File: config.mk
export PLATFORM = sky130hd
export DESIGN_NAME = aether_engine
export DESIGN_NICKNAME = d
export VERILOG_FILES = /design/src/aether_pkg.sv /design/src/aether_decoder.sv /design/src/mem_arbiter.sv /design/src/weight_loader.sv /design/src/conv_engine.sv /design/src/aether_engine.sv
export SDC_FILE = /design/constraint.sdc
export NUM_CORES = 2
export LEC_CHECK = 0
export BUFFER_PORTS_ARGS = -buffer_cell sky130_fd_sc_hd__buf_4
export CORE_MARGIN = 2
export CORE_UTILIZATION = 40
export CTS_CLUSTER_SIZE = 24
export DETAILED_ROUTE_END_ITERATION = 12
export PLACE_DENSITY = 0.55
export SETUP_SLACK_MARGIN = 0.4
export SLEW_MARGIN = 10
export SYNTH_ARGS = -nofsm -noshare
export SYNTH_HDL_FRONTEND = slang
export SYNTH_HIERARCHICAL = 1
export SYNTH_SLANG_ARGS = --single-unit
File: constraint.sdc
create_clock -name clk_i -period 5.56 [get_ports clk_i]
set_clock_uncertainty 0.1 [all_clocks]
set_input_delay 0.556 -clock clk_i [delete_from_list [all_inputs] [get_ports clk_i]]
set_output_delay 0.556 -clock clk_i [all_outputs]
set_load 0.05 [all_outputs]
File: src/aether_pkg.sv
package aether_pkg;

  // ------------------------------
  // Memory port
  // ------------------------------
  localparam int MemAddrWidth = 24;
  localparam int MemDataWidth = 16;

  typedef struct packed {
    logic                    valid;
    logic [MemAddrWidth-1:0] addr;  // Word address
  } mem_req_t;

  typedef struct packed {
    logic                    valid;
    logic [MemDataWidth-1:0] data;
  } mem_rsp_t;

  // ------------------------------
  // Host instruction set
  // ------------------------------
  typedef enum logic [3:0] {
    NOP = 4'h0,
    RST = 4'h1,  // param_1 picks the reset target
    RDR = 4'h2,
    WRR = 4'h3,
    LDW = 4'h4,
    CNV = 4'h5
  } opcode_e;

  typedef enum logic [3:0] {
    VERSN = 4'h0,
    HWRID = 4'h1,
    MEMUP = 4'h2,  // Upper address byte
    MSTRT = 4'h3,  // Kernel base
    MENDD = 4'h4,  // Activation base
    BCFG1 = 4'h5,  // Matrix width
    STATS = 4'h9
  } reg_idx_e;

  typedef enum logic [3:0] {
    CWGT = 4'h0,
    CONV = 4'h1,
    REGS = 4'h4,
    FULL = 4'h5   // Everything above at once
  } rst_sel_e;

  // Register values out of reset
  localparam logic [15:0] VersnValue = 16'h6C00;
  localparam logic [15:0] HwridValue = 16'hB2E9;
  localparam logic [15:0] MemupReset = 16'h0000;
  localparam logic [15:0] MstrtReset = 16'h0000;
  localparam logic [15:0] MenddReset = 16'h0000;
  localparam logic [15:0] Bcfg1Reset = 16'h0001;

endpackage

File: src/aether_decoder.sv
`timescale 1ns/10ps

module aether_decoder
  import aether_pkg::*;
(
  input  logic                    clk_i,
  input  logic                    arst_n_i,
  input  opcode_e                 instruction_i,
  input  logic [3:0]              param_1_i,
  input  logic [15:0]             param_2_i,
  input  logic                    wgt_busy_i,
  input  logic                    conv_busy_i,
  input  logic                    conv_done_i,
  output logic [15:0]             data_o,
  output logic                    wgt_start_o,
  output logic                    conv_start_o,
  output logic [MemAddrWidth-1:0] wgt_base_o,
  output logic [MemAddrWidth-1:0] act_base_o,
  output logic [15:0]             width_o,
  output logic                    rst_conv_o,
  output logic                    rst_cwgt_o,
  output logic                    interrupt_o
);

  logic [15:0] memup_q;
  logic [15:0] mstrt_q;
  logic [15:0] mendd_q;
  logic [15:0] bcfg1_q;
  logic        done_q;   // Sticky convolution done

  reg_idx_e    reg_idx;
  rst_sel_e    rst_sel;
  logic        sel_conv;
  logic        sel_cwgt;
  logic        sel_regs;
  logic [15:0] stats;
  logic [15:0] rd_data;

  assign reg_idx = reg_idx_e'(param_1_i);
  assign rst_sel = rst_sel_e'(param_1_i);

  // Reset targets, FULL hits all of them
  assign sel_conv = (instruction_i == RST) && (rst_sel == CONV || rst_sel == FULL);
  assign sel_cwgt = (instruction_i == RST) && (rst_sel == CWGT || rst_sel == FULL);
  assign sel_regs = (instruction_i == RST) && (rst_sel == REGS || rst_sel == FULL);

  assign stats      = {13'd0, done_q, conv_busy_i, wgt_busy_i};
  assign wgt_base_o = {memup_q[7:0], mstrt_q};
  assign act_base_o = {memup_q[7:0], mendd_q};
  assign width_o    = bcfg1_q;

  // ------------------------------
  // Register file
  // ------------------------------
  always_ff @(posedge clk_i or negedge arst_n_i)
  begin
    if (!arst_n_i)
    begin
      memup_q <= MemupReset;
      mstrt_q <= MstrtReset;
      mendd_q <= MenddReset;
      bcfg1_q <= Bcfg1Reset;
    end
    else if (sel_regs)
    begin
      memup_q <= MemupReset;
      mstrt_q <= MstrtReset;
      mendd_q <= MenddReset;
      bcfg1_q <= Bcfg1Reset;
    end
    else if (instruction_i == WRR)
    begin
      case (reg_idx)
        MEMUP:   memup_q <= param_2_i;
        MSTRT:   mstrt_q <= param_2_i;
        MENDD:   mendd_q <= param_2_i;
        BCFG1:   bcfg1_q <= param_2_i;
        default: ;  // Read-only or unmapped
      endcase
    end
  end

  always_comb
  begin
    case (reg_idx)
      VERSN:   rd_data = VersnValue;
      HWRID:   rd_data = HwridValue;
      MEMUP:   rd_data = memup_q;
      MSTRT:   rd_data = mstrt_q;
      MENDD:   rd_data = mendd_q;
      BCFG1:   rd_data = bcfg1_q;
      STATS:   rd_data = stats;
      default: rd_data = 16'h0000;
    endcase
  end

  // ------------------------------
  // Pulses and read port
  // ------------------------------
  always_ff @(posedge clk_i or negedge arst_n_i)
  begin
    if (!arst_n_i)
    begin
      data_o       <= 16'h0000;
      wgt_start_o  <= 1'b0;
      conv_start_o <= 1'b0;
      rst_conv_o   <= 1'b0;
      rst_cwgt_o   <= 1'b0;
      interrupt_o  <= 1'b0;
      done_q       <= 1'b0;
    end
    else
    begin
      if (instruction_i == RDR)
        data_o <= rd_data;  // Held until the next read
      wgt_start_o  <= (instruction_i == LDW);
      conv_start_o <= (instruction_i == CNV);
      rst_conv_o   <= sel_conv;
      rst_cwgt_o   <= sel_cwgt;
      interrupt_o  <= conv_done_i;
      if (sel_conv || instruction_i == CNV)
        done_q <= 1'b0;
      else if (conv_done_i)
        done_q <= 1'b1;
    end
  end

  // A selected reset leaves its fetcher idle, whatever start follows
  a_rst_idles_fetcher: assert property (@(posedge clk_i) disable iff (!arst_n_i)
    (rst_cwgt_o |=> !wgt_busy_i) and (rst_conv_o |=> !conv_busy_i));

endmodule

File: src/mem_arbiter.sv
`timescale 1ns/10ps

module mem_arbiter
  import aether_pkg::*;
(
  input  logic     clk_i,
  input  logic     arst_n_i,
  input  mem_req_t wgt_req_i,
  output mem_rsp_t wgt_rsp_o,
  input  mem_req_t conv_req_i,
  output mem_rsp_t conv_rsp_o,
  output mem_req_t mem_req_o,
  input  mem_rsp_t mem_rsp_i
);

  logic busy_q;        // Read in flight
  logic owner_conv_q;  // Which fetcher owns it
  logic grant_conv;

  // Weights win ties, grant frozen while a read is out
  assign grant_conv = busy_q ? owner_conv_q : !wgt_req_i.valid;
  assign mem_req_o  = grant_conv ? conv_req_i : wgt_req_i;

  always_ff @(posedge clk_i or negedge arst_n_i)
  begin
    if (!arst_n_i)
    begin
      busy_q       <= 1'b0;
      owner_conv_q <= 1'b0;
    end
    else if (busy_q)
    begin
      if (mem_rsp_i.valid)
        busy_q <= 1'b0;
    end
    else if (mem_req_o.valid)
    begin
      busy_q       <= 1'b1;
      owner_conv_q <= grant_conv;
    end
  end

  // Data fans out, only the owner sees valid
  assign wgt_rsp_o  = '{valid: busy_q && !owner_conv_q && mem_rsp_i.valid,
                        data:  mem_rsp_i.data};
  assign conv_rsp_o = '{valid: busy_q && owner_conv_q && mem_rsp_i.valid,
                        data:  mem_rsp_i.data};

  a_rsp_outstanding: assert property (@(posedge clk_i) disable iff (!arst_n_i)
    mem_rsp_i.valid |-> busy_q);

  a_owner_stable: assert property (@(posedge clk_i) disable iff (!arst_n_i)
    busy_q && !mem_rsp_i.valid |=> busy_q && $stable(owner_conv_q)
      && (!mem_req_o.valid || $stable(mem_req_o.addr)));

endmodule

File: src/weight_loader.sv
`timescale 1ns/10ps

module weight_loader
  import aether_pkg::*;
#(
  parameter int DataWidth = 8
) (
  input  logic                    clk_i,
  input  logic                    arst_n_i,
  input  logic                    rst_i,
  input  logic                    start_i,
  input  logic [MemAddrWidth-1:0] base_i,
  output mem_req_t                req_o,
  input  mem_rsp_t                rsp_i,
  output logic                    busy_o,
  output logic [9*DataWidth-1:0]  kernel_o  // Weight k at k*DataWidth
);

  localparam int KernelBits = 9 * DataWidth;
  localparam int WordCount  = (KernelBits + MemDataWidth - 1) / MemDataWidth;
  localparam int BufBits    = WordCount * MemDataWidth;
  localparam int CntWidth   = $clog2(WordCount);

  typedef enum logic [1:0] {IDLE, FETCH, WAIT} state_e;

  state_e                  state_q;
  logic [CntWidth-1:0]     cnt_q;    // Word being fetched
  logic [MemAddrWidth-1:0] base_q;
  logic [BufBits-1:0]      words_q;  // First word ends up lowest

  assign busy_o = (state_q != IDLE);
  assign req_o  = '{valid: state_q == FETCH, addr: base_q + MemAddrWidth'(cnt_q)};

  always_ff @(posedge clk_i or negedge arst_n_i)
  begin
    if (!arst_n_i)
    begin
      state_q <= IDLE;
      cnt_q   <= '0;
    end
    else if (rst_i)
    begin
      state_q <= IDLE;
      cnt_q   <= '0;
    end
    else
    begin
      case (state_q)
        IDLE:
          if (start_i)
          begin
            state_q <= FETCH;
            cnt_q   <= '0;
          end
        FETCH:
          if (rsp_i.valid)
          begin
            if (cnt_q == CntWidth'(WordCount - 1))
              state_q <= WAIT;
            else
              cnt_q <= cnt_q + 1'b1;
          end
        WAIT:    state_q <= IDLE;  // Kernel copied out here
        default: state_q <= IDLE;
      endcase
    end
  end

  always_ff @(posedge clk_i)
  begin
    if (state_q == IDLE)
      base_q <= base_i;
    if (state_q == FETCH && rsp_i.valid)
      words_q <= {rsp_i.data, words_q[BufBits-1:MemDataWidth]};
    if (state_q == WAIT)
      kernel_o <= words_q[KernelBits-1:0];  // Spare high byte dropped
  end

endmodule

File: src/conv_engine.sv
`timescale 1ns/10ps

module conv_engine
  import aether_pkg::*;
#(
  parameter int DataWidth = 8,
  parameter int MaxWidth  = 32,
  parameter int AccWidth  = 20
) (
  input  logic                       clk_i,
  input  logic                       arst_n_i,
  input  logic                       rst_i,
  input  logic                       start_i,
  input  logic [MemAddrWidth-1:0]    base_i,
  input  logic [15:0]                width_i,
  input  logic [9*DataWidth-1:0]     kernel_i,
  output mem_req_t                   req_o,
  input  mem_rsp_t                   rsp_i,
  output logic                       busy_o,
  output logic                       done_o,
  output logic signed [AccWidth-1:0] result_o,
  output logic                       result_valid_o
);

  localparam int IdxWidth  = $clog2(MaxWidth);
  localparam int WidWidth  = $clog2(MaxWidth + 1);
  localparam int PixWidth  = $clog2(MaxWidth * MaxWidth + 1);
  localparam int ProdWidth = 2 * DataWidth;

  typedef enum logic [1:0] {IDLE, FETCH, UNPACK, DRAIN} state_e;

  state_e                  state_q;
  logic [WidWidth-1:0]     width_q;
  logic [PixWidth-1:0]     total_q;     // W*W pixels
  logic [PixWidth-1:0]     pix_q;       // Pixels pushed so far
  logic [PixWidth-1:0]     word_cnt_q;
  logic                    half_q;      // High byte next
  logic [IdxWidth-1:0]     col_q;
  logic [IdxWidth-1:0]     row_q;
  logic [MemAddrWidth-1:0] base_q;
  logic [MemDataWidth-1:0] data_q;
  logic [9*DataWidth-1:0]  kernel_q;    // Frozen for the whole run

  logic                    push;
  logic                    last_pix;
  logic                    col_end;
  logic [DataWidth-1:0]    pixel;

  assign busy_o   = (state_q != IDLE);
  assign push     = (state_q == UNPACK);
  assign pixel    = half_q ? data_q[2*DataWidth-1:DataWidth] : data_q[DataWidth-1:0];
  assign last_pix = (pix_q == total_q - 1'b1);
  assign col_end  = (WidWidth'(col_q) == width_q - 1'b1);
  assign req_o    = '{valid: state_q == FETCH, addr: base_q + MemAddrWidth'(word_cnt_q)};

  // ------------------------------
  // Fetch and unpack control
  // ------------------------------
  always_ff @(posedge clk_i or negedge arst_n_i)
  begin
    if (!arst_n_i)
    begin
      state_q <= IDLE;
      width_q <= '0;
      total_q <= '0;
      pix_q <= '0;
      word_cnt_q <= '0;
      half_q <= 1'b0;
      col_q <= '0;
      row_q <= '0;
    end
    else if (rst_i)
      state_q <= IDLE;
    else
    begin
      case (state_q)
        IDLE:
          if (start_i)
          begin
            state_q    <= FETCH;
            width_q    <= width_i[WidWidth-1:0];
            total_q    <= PixWidth'(width_i[WidWidth-1:0]) * PixWidth'(width_i[WidWidth-1:0]);
            pix_q      <= '0;
            word_cnt_q <= '0;
            half_q     <= 1'b0;
            col_q      <= '0;
            row_q      <= '0;
          end
        FETCH:
          if (rsp_i.valid)
          begin
            state_q    <= UNPACK;
            word_cnt_q <= word_cnt_q + 1'b1;
          end
        UNPACK:
        begin
          pix_q  <= pix_q + 1'b1;
          half_q <= !half_q;
          col_q  <= col_end ? '0 : col_q + 1'b1;
          if (col_end)
            row_q <= row_q + 1'b1;
          if (last_pix)
            state_q <= DRAIN;  // Odd total leaves the last high byte unused
          else if (half_q)
            state_q <= FETCH;
        end
        DRAIN:   if (done_o) state_q <= IDLE;
        default: state_q <= IDLE;
      endcase
    end
  end

  always_ff @(posedge clk_i)
  begin
    if (state_q == IDLE)
    begin
      base_q   <= base_i;
      kernel_q <= kernel_i;
    end
    if (state_q == FETCH && rsp_i.valid)
      data_q <= rsp_i.data;
  end

  // ------------------------------
  // Line buffers and window
  // ------------------------------
  logic [DataWidth-1:0] line1_q [MaxWidth];  // Row above
  logic [DataWidth-1:0] line2_q [MaxWidth];  // Two rows above
  logic [DataWidth-1:0] win_q [3][3];        // [row][col], [2][2] newest

  always_ff @(posedge clk_i)
  begin
    if (push)
    begin
      line1_q[col_q] <= pixel;
      line2_q[col_q] <= line1_q[col_q];
      for (int r = 0; r < 3; r++)
      begin
        win_q[r][0] <= win_q[r][1];
        win_q[r][1] <= win_q[r][2];
      end
      win_q[0][2] <= line2_q[col_q];
      win_q[1][2] <= line1_q[col_q];
      win_q[2][2] <= pixel;
    end
  end

  // ------------------------------
  // Multiply then sum
  // ------------------------------
  logic                        win_vld_q;
  logic                        win_last_q;
  logic                        prod_vld_q;
  logic                        prod_last_q;
  logic signed [ProdWidth-1:0] prod_q [9];
  logic signed [AccWidth-1:0]  sum;

  always_ff @(posedge clk_i or negedge arst_n_i)
  begin
    if (!arst_n_i)
    begin
      win_vld_q <= 1'b0;
      win_last_q <= 1'b0;
      prod_vld_q <= 1'b0;
      prod_last_q <= 1'b0;
      result_valid_o <= 1'b0;
      done_o <= 1'b0;
    end
    else if (rst_i)
    begin
      win_vld_q <= 1'b0;
      win_last_q <= 1'b0;
      prod_vld_q <= 1'b0;
      prod_last_q <= 1'b0;
      result_valid_o <= 1'b0;
      done_o <= 1'b0;
    end
    else
    begin
      win_vld_q      <= push && row_q >= IdxWidth'(2) && col_q >= IdxWidth'(2);
      win_last_q     <= push && last_pix;
      prod_vld_q     <= win_vld_q;
      prod_last_q    <= win_last_q;
      result_valid_o <= prod_vld_q;
      done_o         <= prod_last_q;  // Rides with the final result
    end
  end

  always_ff @(posedge clk_i)
  begin
    for (int k = 0; k < 9; k++)
    begin
      prod_q[k] <= $signed(win_q[k/3][k%3]) * $signed(kernel_q[k*DataWidth +: DataWidth]);
    end
    if (prod_vld_q)
      result_o <= sum;
  end

  always_comb
  begin
    sum = '0;
    for (int k = 0; k < 9; k++)
    begin
      sum = sum + {{(AccWidth-ProdWidth){prod_q[k][ProdWidth-1]}}, prod_q[k]};
    end
  end

  // Width from the register file must fit the line buffers
  a_width_range: assert property (@(posedge clk_i) disable iff (!arst_n_i)
    start_i && state_q == IDLE && !rst_i |-> width_i >= 16'd3 && width_i <= 16'(MaxWidth));

endmodule

File: src/aether_engine.sv
`timescale 1ns/10ps

module aether_engine
  import aether_pkg::*;
#(
  parameter int DataWidth = 8,
  parameter int MaxWidth  = 32,  // Line buffer depth
  parameter int AccWidth  = 20
) (
  input  logic                       clk_i,
  input  logic                       arst_n_i,
  input  opcode_e                    instruction_i,
  input  logic [3:0]                 param_1_i,
  input  logic [15:0]                param_2_i,
  output logic [15:0]                data_o,
  output logic                       interrupt_o,
  output logic signed [AccWidth-1:0] result_o,
  output logic                       result_valid_o,
  output mem_req_t                   mem_req_o,
  input  mem_rsp_t                   mem_rsp_i
);

  // Decoder to fetchers
  logic                    wgt_start;
  logic                    conv_start;
  logic [MemAddrWidth-1:0] wgt_base;
  logic [MemAddrWidth-1:0] act_base;
  logic [15:0]             width;
  logic                    rst_conv;
  logic                    rst_cwgt;

  // Fetchers back to decoder
  logic wgt_busy;
  logic conv_busy;
  logic conv_done;

  logic [9*DataWidth-1:0] kernel;

  // Fetcher side of the arbiter
  mem_req_t wgt_req;
  mem_rsp_t wgt_rsp;
  mem_req_t conv_req;
  mem_rsp_t conv_rsp;

  aether_decoder decode_inst (
    .clk_i,
    .arst_n_i,
    .instruction_i,
    .param_1_i,
    .param_2_i,
    .wgt_busy_i   (wgt_busy),
    .conv_busy_i  (conv_busy),
    .conv_done_i  (conv_done),
    .data_o,
    .wgt_start_o  (wgt_start),
    .conv_start_o (conv_start),
    .wgt_base_o   (wgt_base),
    .act_base_o   (act_base),
    .width_o      (width),
    .rst_conv_o   (rst_conv),
    .rst_cwgt_o   (rst_cwgt),
    .interrupt_o
  );

  weight_loader #(
    .DataWidth(DataWidth)
  ) wgt_inst (
    .clk_i,
    .arst_n_i,
    .rst_i    (rst_cwgt),
    .start_i  (wgt_start),
    .base_i   (wgt_base),
    .req_o    (wgt_req),
    .rsp_i    (wgt_rsp),
    .busy_o   (wgt_busy),
    .kernel_o (kernel)
  );

  conv_engine #(
    .DataWidth(DataWidth),
    .MaxWidth (MaxWidth),
    .AccWidth (AccWidth)
  ) conv_inst (
    .clk_i,
    .arst_n_i,
    .rst_i    (rst_conv),
    .start_i  (conv_start),
    .base_i   (act_base),
    .width_i  (width),
    .kernel_i (kernel),
    .req_o    (conv_req),
    .rsp_i    (conv_rsp),
    .busy_o   (conv_busy),
    .done_o   (conv_done),
    .result_o,
    .result_valid_o
  );

  mem_arbiter arb_inst (
    .clk_i,
    .arst_n_i,
    .wgt_req_i  (wgt_req),
    .wgt_rsp_o  (wgt_rsp),
    .conv_req_i (conv_req),
    .conv_rsp_o (conv_rsp),
    .mem_req_o,
    .mem_rsp_i
  );

endmodule

==> summary.txt <==
Timing
  – Hold Vio Cnt, Final: 0
  – Slew Limit Fails: 0
  – Fmax: 0.206 GHz
  – Final Cycle Share: 87.3%
  – Setup_tns: 0 ns
  – Period minus WS final: 4.86 ns
  – Worst slew margin: 22.2%
  – Unrepaired setup endpoints after global routing: false
  – Setup Viol. Count Final: 0
  – Worst-Margin Slew: 1.17 ns

Floorplanning
  – Initial Utilization: 40.3%
  – Die H: 421 um
  – I/O pin count: 106
  – Die area: 177,000 sq um
  – Die width: 421 um
  – Core ar.: 172,000 sq um
  – Num rows: 152

Synthesis
  – Area contributors post-synth: edfxtp_1 39%, fa_1 18%, ha_1 5.7%, dfrtp_1 5.3%, inv_1 5.0%
  – Mapped Nets: 6,253
  – Sequential element share of the synthesized area: 48.1%
  – Leading area contributor after synthesis: edfxtp_1
  – Synth top area share: 38.6%
  – Mapped Area: 69,400 sq um
  – Cell count after synthesis: 5,271
  – Syn Area/Cell: 13.2 sq um
  – Post-synth EDFFs: 892
  – Yosys reg bits: 1,185
  – Distinct cells, synth: 94
  – Asr flop ratio synth: 12.6%
  – Yosys warns: 6
  – Commonest cells post-synth: 918 x inv_1, 892 x edfxtp_1, 620 x fa_1
  – Dominant synthesized flop cell: edfxtp_1
  – Most common cell in the netlist: inv_1

Outcome
  – Outcome: completed

Placed design
  – Port Buffers: 105
  – Detailed placement HPWL: 118,000 um
  – Placer Congestion: 0.870

Global routing
  – GRT Total Usage: 18.5%
  – Vias in the first global route: 41,000
  – Largest net degree at the start of global routing: 94
  – GR Overflow Total: 0
  – Initial antenna violation count: 5
  – Global-route wire length before repair: 248,000 um

Clock network
  – Worst-path clk slew: 0.06 ns
  – TritonCTS buffer count: 130
  – CTS tree: built
  – CTS resizes: 0
  – Clk buf depth: 3
  – Sink Count: 1,185
  – Post-CTS setup buffers: 0
  – Root Driver: clkbuf_16
  – Number of H-tree levels: 4
  – Worst-Skew Late Latency: 0.76 ns

Cells and area
  – Area grow syn2layout: 11.7%
  – Share of cells above drive strength 1: 10.6%
  – Fillers: 15,600
  – Final nets: 6,462

Critical path
  – Critical Path AT: 5.43 ns
  – Critical Path Start Type: flip-flop
  – Worst EP required: 6.13 ns
  – Kind of critical path: flip-flop to flip-flop
  – Crit-path max FO: 9
  – Crit. End Element: flip-flop
  – Reg-to-reg slack, setup: 0.70 ns

Flow run
  – Max capacitance violation total: 0

Route
  – Iteration count of the initial detailed-routing pass: 5
  – Vias per std cell: 4.91
  – Residual DRC: 0
  – Routed WL per cell: 20.2 um
  – Detailed Route WL: 159,000 um
  – Post-DRT Antenna Nets: 0
  – Via count: 38,800
  – Initial DRC Count: 2,510

Min path
  – Hold Path Class: input pin to flip-flop
## routing by layer
layer | vias up | routed length (um) | track usage, %
met3 | 212 | 6190 | 2.53
met2 | 700 | 75300 | 30.0
met5 | - | 0 | 0
li1 | 18100 | - | -
met4 | 0 | 4240 | 5.39
met1 | 19800 | 73700 | 26.0
## path summary, 6_finish.rpt
check                      cells after the start                                  to                        startpoint
setup / recovery                              15     conv_inst/prod_q[0][79]$_DFF_P_  conv_inst/win_q[0][38]$_DFFE_PP_
hold / removal                                 3           arb_inst/busy_q$_DFF_PN0_                     mem_rsp_i[16]
setup reg to reg                              15     conv_inst/prod_q[0][79]$_DFF_P_  conv_inst/win_q[0][38]$_DFFE_PP_
hold reg to reg                                0    conv_inst/kernel_q[19]$_DFFE_PP_   wgt_inst/kernel_o[19]$_DFFE_PN_
max in group asynchronous                      3      conv_inst/col_q[0]$_DFFE_PN0P_                          arst_n_i
min in group asynchronous                      2  conv_inst/result_valid_o$_DFF_PN0_                          arst_n_i
## flip-flops by register name (all words and copies together) (netlist names), 72 cells and up
register            cells
wgt_inst/kernel_o      72
conv_inst/line2_q     256
conv_inst/line1_q     256
conv_inst/prod_q      144
conv_inst/kernel_q     72
conv_inst/win_q        72
wgt_inst/words_q       80
## cells in the final DEF, fill, tap and decap left out, drive strengths merged, types with 167 or more instances in the layout
cell | Yosys | routed
edfxtp | 892 | 892
buf | 95 | 176
nor2 | 231 | 231
and2 | 397 | 397
ha | 319 | 319
inv | 919 | 924
nand2 | 241 | 241
xnor2 | 180 | 180
clkbuf | 40 | 167
fa | 620 | 620
## logic make-up after synthesis
group | count (synthesis) | share of synthesized area (%)
and+or+nand+nor | 1196 | 9.22
adders and majority gates | 939 | 23.6
AOI/OAI and AO/OA | 438 | 4.22
buffers and inverters | 1055 | 6.15
DFF | 1185 | 48.1
xor gates and xnor gates | 230 | 2.90
muxes | 228 | 5.78
## worst max-delay path: stages (launching register included)
cell and delay [ns]:
edfxtp_1 0.62, and2_1 0.27, fa_1 0.52, inv_1 0.05, fa_1 0.49, inv_1 0.05
fa_1 0.55, fa_1 0.42, ha_1 0.33, and2_1 0.15, a31oi_1 0.22, a21oi_1 0.14
a211oi_1 0.40, o21bai_1 0.11, a21oi_1 0.18, xnor2_1 0.15
## metrics by stage
stage	cell area, sq um	util (%)	cells	setup slack, ns	hold WS (ns)
final	77600	45.1	7896	0.704	0.0492
after global routing	77600	45.1	7894	0.411	0.0259
after CTS	77600	45.1	7894	0.694	0.00361
after detailed placement	72900	42.4	7622	0.710	0.305
after global placement	72900	42.4	7622	0.754	0.300
after floorplan	69400	-	5271	0.983	0.160
## area by class of cell
type	instances	area [sq um]	area share, %
Inverter	920	3450	4.45
Sequential cell	1185	33400	43.1
Multi-Input combinational cell	3031	31800	41.0
Clock buffer	167	3570	4.60
Clock inverter	69	694	0.895
Antenna cell	2	5.00	0.00645
Tap cell	2310	2890	3.73
Timing Repair Buffer	212	1720	2.22
## what timing repair did
item                                   CTS  global route
hold buffers                            36             0
endpoints found under the hold margin  189             0
setup endpoints to repair                0             0
Power is left out: the tool's default activity adds up to more than one toggle a clock period on the data nets, which glitch-free logic cannot reach.
